==> config.mk <==
export PLATFORM = sky130hd
export DESIGN_NAME = tile_buf_top
export DESIGN_NICKNAME = d
export VERILOG_FILES = /design/src/rtl/buf_pkg.sv /design/src/rtl/cfg_pkg.sv /design/src/rtl/sram_wrap.sv /design/src/rtl/buf_cfg_regs.sv /design/src/rtl/buf_writer.sv /design/src/rtl/buf_reader.sv /design/src/rtl/tile_buf_top.sv
export SDC_FILE = /design/constraint.sdc
export NUM_CORES = 2
export LEC_CHECK = 0
export BUFFER_PORTS_ARGS = -buffer_cell sky130_fd_sc_hd__buf_2
export CAP_MARGIN = 20
export CELL_PAD_IN_SITES_DETAIL_PLACEMENT = 1
export CELL_PAD_IN_SITES_GLOBAL_PLACEMENT = 1
export CORE_UTILIZATION = 45
export DETAILED_ROUTE_END_ITERATION = 16
export PLACE_DENSITY_LB_ADDON = 0.08
export SLEW_MARGIN = 30
export SYNTH_ARGS = -nofsm -noshare
export SYNTH_HDL_FRONTEND = slang
export SYNTH_SLANG_ARGS = --single-unit
==> constraint.sdc <==
create_clock -name clk -period 3.8 [get_ports clk]
set_input_delay 0.38 -clock clk [delete_from_list [all_inputs] [get_ports clk]]
set_output_delay 0.38 -clock clk [all_outputs]
set_load 0.02 [all_outputs]
==> src/rtl/buf_pkg.sv <==
package buf_pkg;

    // Data word width of the buffer and of the register port.
    localparam int WORD_W = 32;

    // Number of words in the tile RAM.
    localparam int DEPTH = 64;

    localparam int ADDR_W = $clog2(DEPTH);

    // Credits on each stream. Also the depth of the writer queue.
    localparam int CREDITS = 4;

    typedef logic [WORD_W-1:0] word_t;

    // RAM address. Increments wrap modulo DEPTH.
    typedef logic [ADDR_W-1:0] addr_t;

    // Word count. One bit wider than an address so a full RAM fits.
    typedef logic [ADDR_W:0] len_t;

    // Credit counter, holds 0 to CREDITS.
    typedef logic [$clog2(CREDITS):0] credit_t;

endpackage

==> src/rtl/cfg_pkg.sv <==
package cfg_pkg;

    // Register index on the configuration port.
    typedef logic [2:0] reg_addr_t;

    // Register map.
    // CTRL bit 0 written with 1 starts a read.
    // STATUS is read-only: bit 0 is busy, bits 14:8 the words-written count.
    typedef enum reg_addr_t {
        REG_WR_BASE = 3'd0,
        REG_RD_BASE = 3'd1,
        REG_RD_LEN  = 3'd2,
        REG_CTRL    = 3'd3,
        REG_STATUS  = 3'd4
    } reg_idx_e;

    // States of the read engine.
    typedef enum logic [1:0] {
        RD_IDLE  = 2'd0,
        RD_RUN   = 2'd1,
        RD_DRAIN = 2'd2
    } rd_state_e;

endpackage

==> src/rtl/sram_wrap.sv <==
`timescale 1ns/100ps

module sram_wrap (
    input  logic           clk,
    input  logic           rst,
    input  logic           en_rd,
    input  logic           en_wr,
    input  buf_pkg::addr_t addr,
    input  buf_pkg::word_t wdata,
    output buf_pkg::word_t rdata
);
    import buf_pkg::*;

    word_t mem [DEPTH];
    word_t dout;    // Array output, changes on every access like a macro would.
    word_t hold;
    logic  rd_en_d;

    // The array output follows writes too, so it cannot be relied on
    // after the cycle that follows a read.
    always_ff @(posedge clk) begin
        if (en_wr) begin
            mem[addr] <= wdata;
            dout      <= wdata;
        end else if (en_rd) begin
            dout <= mem[addr];
        end
    end

    always_ff @(posedge clk) begin
        if (rst) begin
            rd_en_d <= 1'b0;
            hold    <= '0;
        end else begin
            rd_en_d <= en_rd;
            if (rd_en_d) begin
                hold <= dout; // Keep the last read word.
            end
        end
    end

    // Fresh data in the cycle after a read, the held word otherwise.
    assign rdata = rd_en_d ? dout : hold;

endmodule

==> src/rtl/buf_cfg_regs.sv <==
`timescale 1ns/100ps

module buf_cfg_regs (
    input  logic                 clk,
    input  logic                 rst,
    input  logic                 cfg_we,
    input  cfg_pkg::reg_addr_t   cfg_addr,
    input  buf_pkg::word_t       cfg_wdata,
    output buf_pkg::word_t       cfg_rdata,
    input  logic                 rd_busy,
    input  buf_pkg::len_t        wr_count,
    output buf_pkg::addr_t       wr_base,
    output buf_pkg::addr_t       rd_base,
    output buf_pkg::len_t        rd_len,
    output logic                 wr_load,
    output logic                 rd_start
);
    import buf_pkg::*;
    import cfg_pkg::*;

    logic wr_base_we;

    assign wr_base_we = cfg_we && (cfg_addr == REG_WR_BASE);

    // A start while a read is running is dropped here.
    assign rd_start = cfg_we && (cfg_addr == REG_CTRL) && cfg_wdata[0] && !rd_busy;

    always_ff @(posedge clk) begin
        if (rst) begin
            wr_base <= '0;
            rd_base <= '0;
            rd_len  <= '0;
            wr_load <= 1'b0;
        end else begin
            // The load follows the base write by one cycle, so the writer
            // picks up the new value.
            wr_load <= wr_base_we;
            if (wr_base_we) begin
                wr_base <= addr_t'(cfg_wdata);
            end
            if (cfg_we && (cfg_addr == REG_RD_BASE)) begin
                rd_base <= addr_t'(cfg_wdata);
            end
            if (cfg_we && (cfg_addr == REG_RD_LEN)) begin
                rd_len <= len_t'(cfg_wdata);
            end
        end
    end

    always_comb begin
        cfg_rdata = '0;
        case (cfg_addr)
            REG_WR_BASE: begin
                cfg_rdata = word_t'(wr_base);
            end
            REG_RD_BASE: begin
                cfg_rdata = word_t'(rd_base);
            end
            REG_RD_LEN: begin
                cfg_rdata = word_t'(rd_len);
            end
            REG_STATUS: begin
                cfg_rdata[0]                   = rd_busy;
                cfg_rdata[8 +: $bits(len_t)]   = wr_count;
            end
            default: begin
                cfg_rdata = '0; // CTRL and unused indices read as zero.
            end
        endcase
    end

endmodule

==> src/rtl/buf_writer.sv <==
`timescale 1ns/100ps

module buf_writer (
    input  logic           clk,
    input  logic           rst,
    input  logic           in_valid,
    input  buf_pkg::word_t in_data,
    output logic           in_credit,
    input  buf_pkg::addr_t wr_base,
    input  logic           wr_load,
    input  logic           ram_rd_en,
    output logic           ram_wr_en,
    output buf_pkg::addr_t ram_wr_addr,
    output buf_pkg::word_t ram_wr_data,
    output buf_pkg::len_t  wr_count
);
    import buf_pkg::*;

    word_t                        q_mem [CREDITS];
    logic [$clog2(CREDITS)-1:0]   q_wr_ptr;
    logic [$clog2(CREDITS)-1:0]   q_rd_ptr;
    credit_t                      q_cnt;
    addr_t                        wr_addr;

    // The upstream sender never has more than CREDITS words outstanding,
    // and a word stays outstanding until it is written, so the queue
    // cannot overflow.

    // Reads own the port. A queued word goes out in the first free cycle.
    assign ram_wr_en   = (q_cnt != '0) && !ram_rd_en;
    assign ram_wr_addr = wr_addr;
    assign ram_wr_data = q_mem[q_rd_ptr];
    assign in_credit   = ram_wr_en;

    always_ff @(posedge clk) begin
        if (in_valid) begin
            q_mem[q_wr_ptr] <= in_data;
        end
    end

    always_ff @(posedge clk) begin
        if (rst) begin
            q_wr_ptr <= '0;
            q_rd_ptr <= '0;
            q_cnt    <= '0;
        end else begin
            if (in_valid) begin
                q_wr_ptr <= q_wr_ptr + 1'b1;
            end
            if (ram_wr_en) begin
                q_rd_ptr <= q_rd_ptr + 1'b1;
            end
            q_cnt <= q_cnt + credit_t'(in_valid) - credit_t'(ram_wr_en);
        end
    end

    // A load wins over a write in the same cycle. That write still used
    // the old address, the next one uses the new base.
    always_ff @(posedge clk) begin
        if (rst) begin
            wr_addr  <= '0;
            wr_count <= '0;
        end else if (wr_load) begin
            wr_addr  <= wr_base;
            wr_count <= '0;
        end else if (ram_wr_en) begin
            wr_addr  <= wr_addr + 1'b1; // Wraps modulo DEPTH.
            wr_count <= wr_count + 1'b1;
        end
    end

endmodule

==> src/rtl/buf_reader.sv <==
`timescale 1ns/100ps

module buf_reader (
    input  logic           clk,
    input  logic           rst,
    input  logic           rd_start,
    input  buf_pkg::addr_t rd_base,
    input  buf_pkg::len_t  rd_len,
    input  logic           out_credit,
    output logic           rd_busy,
    output logic           ram_rd_en,
    output buf_pkg::addr_t ram_rd_addr,
    input  buf_pkg::word_t ram_rd_data,
    output logic           out_valid,
    output buf_pkg::word_t out_data
);
    import buf_pkg::*;
    import cfg_pkg::*;

    rd_state_e state;
    rd_state_e state_nxt;
    addr_t     rd_addr;
    len_t      remain;     // Words still to be read.
    credit_t   credits;
    logic      last_read;

    assign rd_busy     = (state != RD_IDLE);
    assign ram_rd_en   = (state == RD_RUN) && (credits != '0) && (remain != '0);
    assign ram_rd_addr = rd_addr;

    // RAM data arrives one cycle after the read, in step with out_valid.
    assign out_data    = ram_rd_data;

    assign last_read   = ram_rd_en && (remain == len_t'(1));

    always_comb begin
        state_nxt = state;
        case (state)
            RD_IDLE: begin
                if (rd_start) begin
                    state_nxt = RD_RUN;
                end
            end
            RD_RUN: begin
                // A zero length passes straight through to DRAIN.
                if (last_read || (remain == '0)) begin
                    state_nxt = RD_DRAIN;
                end
            end
            RD_DRAIN: begin
                state_nxt = RD_IDLE; // The last word is on the output now.
            end
            default: begin
                state_nxt = RD_IDLE;
            end
        endcase
    end

    always_ff @(posedge clk) begin
        if (rst) begin
            state <= RD_IDLE;
        end else begin
            state <= state_nxt;
        end
    end

    always_ff @(posedge clk) begin
        if (rst) begin
            rd_addr <= '0;
            remain  <= '0;
        end else if (rd_start) begin
            rd_addr <= rd_base; // A start only reaches us while idle.
            remain  <= rd_len;
        end else if (ram_rd_en) begin
            rd_addr <= rd_addr + 1'b1;
            remain  <= remain - 1'b1;
        end
    end

    // A returned credit and a spent one in the same cycle cancel out.
    always_ff @(posedge clk) begin
        if (rst) begin
            credits <= credit_t'(CREDITS);
        end else begin
            credits <= credits - credit_t'(ram_rd_en) + credit_t'(out_credit);
        end
    end

    always_ff @(posedge clk) begin
        if (rst) begin
            out_valid <= 1'b0;
        end else begin
            out_valid <= ram_rd_en;
        end
    end

endmodule

==> src/rtl/tile_buf_top.sv <==
`timescale 1ns/100ps

module tile_buf_top (
    input  logic               clk,
    input  logic               rst,
    input  logic               cfg_we,
    input  cfg_pkg::reg_addr_t cfg_addr,
    input  buf_pkg::word_t     cfg_wdata,
    output buf_pkg::word_t     cfg_rdata,
    input  logic               in_valid,
    input  buf_pkg::word_t     in_data,
    output logic               in_credit,
    output logic               out_valid,
    output buf_pkg::word_t     out_data,
    input  logic               out_credit
);
    import buf_pkg::*;

    addr_t wr_base;
    addr_t rd_base;
    len_t  rd_len;
    len_t  wr_count;
    logic  wr_load;
    logic  rd_start;
    logic  rd_busy;

    logic  ram_rd_en;
    logic  ram_wr_en;
    addr_t ram_rd_addr;
    addr_t ram_wr_addr;
    addr_t ram_addr;
    word_t ram_wr_data;
    word_t ram_rd_data;

    // The writer stays off the port whenever a read is issued.
    assign ram_addr = ram_rd_en ? ram_rd_addr : ram_wr_addr;

    buf_cfg_regs u_regs (
        .clk       (clk),
        .rst       (rst),
        .cfg_we    (cfg_we),
        .cfg_addr  (cfg_addr),
        .cfg_wdata (cfg_wdata),
        .cfg_rdata (cfg_rdata),
        .rd_busy   (rd_busy),
        .wr_count  (wr_count),
        .wr_base   (wr_base),
        .rd_base   (rd_base),
        .rd_len    (rd_len),
        .wr_load   (wr_load),
        .rd_start  (rd_start)
    );

    buf_writer u_writer (
        .clk         (clk),
        .rst         (rst),
        .in_valid    (in_valid),
        .in_data     (in_data),
        .in_credit   (in_credit),
        .wr_base     (wr_base),
        .wr_load     (wr_load),
        .ram_rd_en   (ram_rd_en),
        .ram_wr_en   (ram_wr_en),
        .ram_wr_addr (ram_wr_addr),
        .ram_wr_data (ram_wr_data),
        .wr_count    (wr_count)
    );

    buf_reader u_reader (
        .clk         (clk),
        .rst         (rst),
        .rd_start    (rd_start),
        .rd_base     (rd_base),
        .rd_len      (rd_len),
        .out_credit  (out_credit),
        .rd_busy     (rd_busy),
        .ram_rd_en   (ram_rd_en),
        .ram_rd_addr (ram_rd_addr),
        .ram_rd_data (ram_rd_data),
        .out_valid   (out_valid),
        .out_data    (out_data)
    );

    sram_wrap u_sram (
        .clk   (clk),
        .rst   (rst),
        .en_rd (ram_rd_en),
        .en_wr (ram_wr_en),
        .addr  (ram_addr),
        .wdata (ram_wr_data),
        .rdata (ram_rd_data)
    );

endmodule

==> results.md <==
- The run finished with clean final reports.
- The worst hold-check slack is 63.8 ps.
- In this run the worst hold path is classified as input port to flip-flop.
- The highest layer used for signal routing is met5.
- The post-detailed-route count of antenna-violating nets is 0.
- In the routed design, unresolved DRC markers number 0.
- The standard-cell row count is 181.
- The final route contains 85300 vias.
- Wires add up to 398000 µm.
- The switching share of power is 32.0%.
- The worst-case setup margin in the final layout is 68.7 ps.
- After synthesis, the cell types taking the most area are sky130_fd_sc_hd__edfxtp_1 (60%), sky130_fd_sc_hd__nand2b_1 (9.8%), sky130_fd_sc_hd__a21oi_1 (7.9%), sky130_fd_sc_hd__nand2_1 (6.0%), sky130_fd_sc_hd__o21ai_0 (3.5%).
- The max-slew violation count is 0.
- TritonCTS built the clock tree.
- The most frequent standard cell in the layout excluding fill and tap cells is sky130_fd_sc_hd__edfxtp_1.
- The average wire per standard cell is 28.7 µm.
- In this run the cell area of the synthesized design comes to 111000 µm².
- Detailed placement finished with a half-perimeter wire length of 245000 µm.
- The most used flip-flop cell after synthesis is sky130_fd_sc_hd__edfxtp_1.
- The number of top-level pins is 138.
- From synthesis to final layout, the design area changed by 16.9%.
- Registers take 68200 µm².
- The final clock skew is 52.2 ps.
- The number of port buffers is 94.
- The post-synthesis register bit count is 2301.
- The remaining global-route overflow is 0.
- The power per cell area is 606 nW/µm².
- Among all stages on the critical path, the largest delay is contributed by sky130_fd_sc_hd__a2111oi_4.
- The area share of the largest cell type after synthesis is 60.0%.
- The global-route wire length before repair is 579000 µm.
- Routability-driven placement finished with a final weighted congestion of 0.814.
- The longest clock path from root to sink contains 4 buffers.
- The worst-skew pair later-pin latency is 920 ps.
- Setup violations remaining at the end of the flow were counted as 0.
- The number of hold-slack violations in the final timing report is 0.
- The initial cell density of the core is 45.4%.
- After detailed routing, the number of vias per cell comes to 6.15.
- The final net count is 10557.
- The cell area after placement is 120000 µm².
- Detailed routing placed a total of 195000 µm of wire on met2.
- The die covers 248000 µm².
- Of all cell types, the one taking the most synthesized area is sky130_fd_sc_hd__edfxtp_1.
- The standard cell core area is 244000 µm².
- The minimum period implied by the final worst setup slack is 3730 ps.
- The worst-case headroom to the max-slew limit is 30.6%.
- The total net switching power is 0.0251 W.
- Cell internal power was estimated by the tool at 0.0533 W.
- The fraction of layout instances using a drive strength above 1 is 12.0%.
- The number of library cell types mapped by synthesis is 55.
- The top cell types in the final layout, fill and taps aside, are sky130_fd_sc_hd__edfxtp_1 (2208), sky130_fd_sc_hd__nand2_1 (1762), sky130_fd_sc_hd__a21oi_1 (1747).
- Measured along the y axis, the die boundary spans 498 µm.
- The worst slack after detailed placement is -341 ps.
- At the pin with the least slew margin, the transition time is 1040 ps.
- The tree is rooted in a sky130_fd_sc_hd__clkbuf_16.
- The largest stage delay on the critical path is 710 ps.
- Data on the critical path arrives at its endpoint at 4330 ps.
- The number of instances in the synthesized netlist is 10197.
- Counting stages on the worst path, the most repeated cell is sky130_fd_sc_hd__buf_4.
- Clock tree synthesis found a total of 2301 sinks.
- The starting DRC count in detailed routing is 7783.
- The H-tree generated during clock tree synthesis spans 5 levels.
- Summing all multi-input logic gate instances after layout gives 39800 µm².
- The async set or reset register ratio after synthesis is 0%.
- Setup repair after global routing could not meet its margin everywhere.
- The post-route setup TNS is 0 ps.
- The clock input transition at the sequential cells of the worst setup and hold paths is 60 ps.
- Together, buffers and inverters on the worst path number 5.
- The floorplan die width is 498 µm.
- The max-cap violation count is 0.
- The worst path uses 98.2% of the clock period.
- The register share of total power is 41.4%.
- The worst setup path is captured at a flip-flop.
- The peak fanout along the critical path is 15.
- For this design the static power due to leakage is 42.7 nW.
- By startpoint and endpoint, the worst setup path is classified as flip-flop to flip-flop.
- Buffers inserted during clock tree synthesis total 281.
- The finished cells cover 129000 µm².
- The via count of the first global-routing pass came to 89209.
- The clock share of power is 31.7%.
- The highest attainable clock frequency is 0.268 GHz.
- Entering global routing, the biggest net connects 160 pins.
- Walking the worst path, the cells encountered are inv_1 > ha_2 > nor4b_4 > a211o_4 > buf_12 > mux2i_4 > buf_4 > and2_2 > buf_4 > a2111oi_4 > buf_4 > a41oi_1.
- The category of cells accounting for the largest share of critical-path delay is compound AO/OA/AOI/OAI gates.
- The number of synthesis warnings is 0.
- Global routing consumed, over all layers together, 31.2% of the routing resources.
- The number of antenna violations at the first check in global routing is 16.
- Counting flops with a built-in enable in the synthesized netlist gives 2208.
- The largest voltage drop on the vdd net is 0.000618 V.
- The element type at the critical path start is a flip-flop.
- The routed design uses 22700 µm of met3 wire.
- The first-pass iteration count of the detailed router is 5.
- The combinational share of power is 26.9%.
- The sequential cell area fraction in the yosys report is 61.7%.
- The required time at the worst-slack endpoint is 4400 ps.
- The average cell area after synthesis is 10.8 µm².
- The filler cells instantiated in the layout total 25212.
- After detailed routing, the wire length on met1 is 165000 µm.
-- power by group through the flow --
| stage | clock network, W | registers (W) | logic [W] |
|---|---|---|---|
| 2_1_floorplan | 0 | 0.0326 | 0.0118 |
| 3_3_place_gp | 0 | 0.0329 | 0.0196 |
| 3_5_place_dp | 0 | 0.0330 | 0.0205 |
| 4_1_cts | 0.0252 | 0.0325 | 0.0207 |
| 5_1_grt | 0.0261 | 0.0325 | 0.0225 |
| 6_report | 0.0249 | 0.0325 | 0.0211 |
-- metal layers --
layer  up-vias  track usage (%)
li1      37093                -
met3       819             3.84
met5         -                0
met1     44552             40.8
met2      2830             53.1
met4         6             11.6
-- cells in the mapped netlist (all sizes together) (35+ instances only) --
cell / instances
nor2b: 36
a21oi: 1748
o21ai: 872
a22oi: 65
o2111ai: 160
buf: 271
nand2: 1766
dfxtp: 93
nor2: 172
a41oi: 128
nand2b: 1740
clkbuf: 524
mux2: 35
edfxtp: 2208
mux2i: 194
-- final timing paths --
path	from	end	slack, ps	cells after the start
setup / recovery	u_reader.remain[0]$_SDFFE_PP0P_	u_sram.dout[23]$_DFFE_PP_	70	12
hold / removal	cfg_addr[2]	u_regs.wr_load$_SDFF_PP0_	60	3
setup reg to reg	u_reader.remain[0]$_SDFFE_PP0P_	u_sram.dout[23]$_DFFE_PP_	70	12
hold reg to reg	u_regs.wr_base[4]$_SDFFE_PP0P_	u_writer.ram_wr_addr[4]$_SDFFE_PP0P_	490	2
-- repair_timing --
action / in CTS / in global routing
hold buffers: 47 / 0
setup buffers: 6 / 10
setup endpoints to repair: 8 / 28
pin swaps: 5 / 16
gates resized for setup: 24 / 56
cloned: 1 / 8
endpoints found under the hold margin: 175 / 0
-- stage by stage --
| step | power (W) | util [%] | std cells |
|---|---|---|---|
| floorplan | 0.0444 | - | 10214 |
| global placement | 0.0525 | 49.1 | 13316 |
| detailed placement | 0.0535 | 49.1 | 13316 |
| CTS | 0.0783 | 52.8 | 13841 |
| global route | 0.0811 | 53.0 | 13863 |
| finish | 0.0784 | 53.0 | 13868 |
-- state kept, by name, indices dropped and copies added (netlist names), 3 cells and up, named ones only --
signal / cells
u_sram.dout: 32
u_regs.rd_base: 6
u_regs.wr_base: 6
u_reader.ram_rd_addr: 6
u_reader.credits: 3
u_sram.hold: 32
u_writer.q_cnt: 3
u_sram.mem: 2048
u_writer.q_mem: 128
u_reader.remain: 7
u_writer.wr_count: 7
u_writer.ram_wr_addr: 6
u_regs.rd_len: 7
-- worst reg2reg max path: stages, from the launching register on --
cell and delay (ps):
sky130_fd_sc_hd__dfxtp_2 360, sky130_fd_sc_hd__inv_1 70, sky130_fd_sc_hd__ha_2 200, sky130_fd_sc_hd__nor4b_4 130
sky130_fd_sc_hd__a211o_4 410, sky130_fd_sc_hd__buf_12 190, sky130_fd_sc_hd__mux2i_4 230, sky130_fd_sc_hd__buf_4 220
sky130_fd_sc_hd__and2_2 210, sky130_fd_sc_hd__buf_4 280, sky130_fd_sc_hd__a2111oi_4 740, sky130_fd_sc_hd__buf_4 270
sky130_fd_sc_hd__a41oi_1 120
-- final cells by class --
| cell class | count | area share (%) |
|---|---|---|
| diodes | 8 | 0.0155 |
| repair buffers | 768 | 6.95 |
| flip-flops and latches | 2301 | 52.7 |
| clock inverters | 110 | 0.539 |
| multi-input cells | 7104 | 30.8 |
| inverters | 14 | 0.0503 |
| well taps | 3202 | 3.10 |
| clock buffers | 361 | 5.81 |
-- kinds of logic (layout without fill, tap and decap cells) --
kind of cell	after synthesis	in the layout	share of synthesized area, %
DFF	2301	2301	61.7
xor gates and xnor gates	18	18	0.143
muxes	261	261	2.81
adders and majority gates	15	15	0.183
AOI/OAI and AO/OA	3020	3020	15.0
buffers and inverters	809	1253	3.28
other	1	26	0.00339
and+or+nand+nor	3772	3772	17.0
Power figures use the tool's default switching activity.
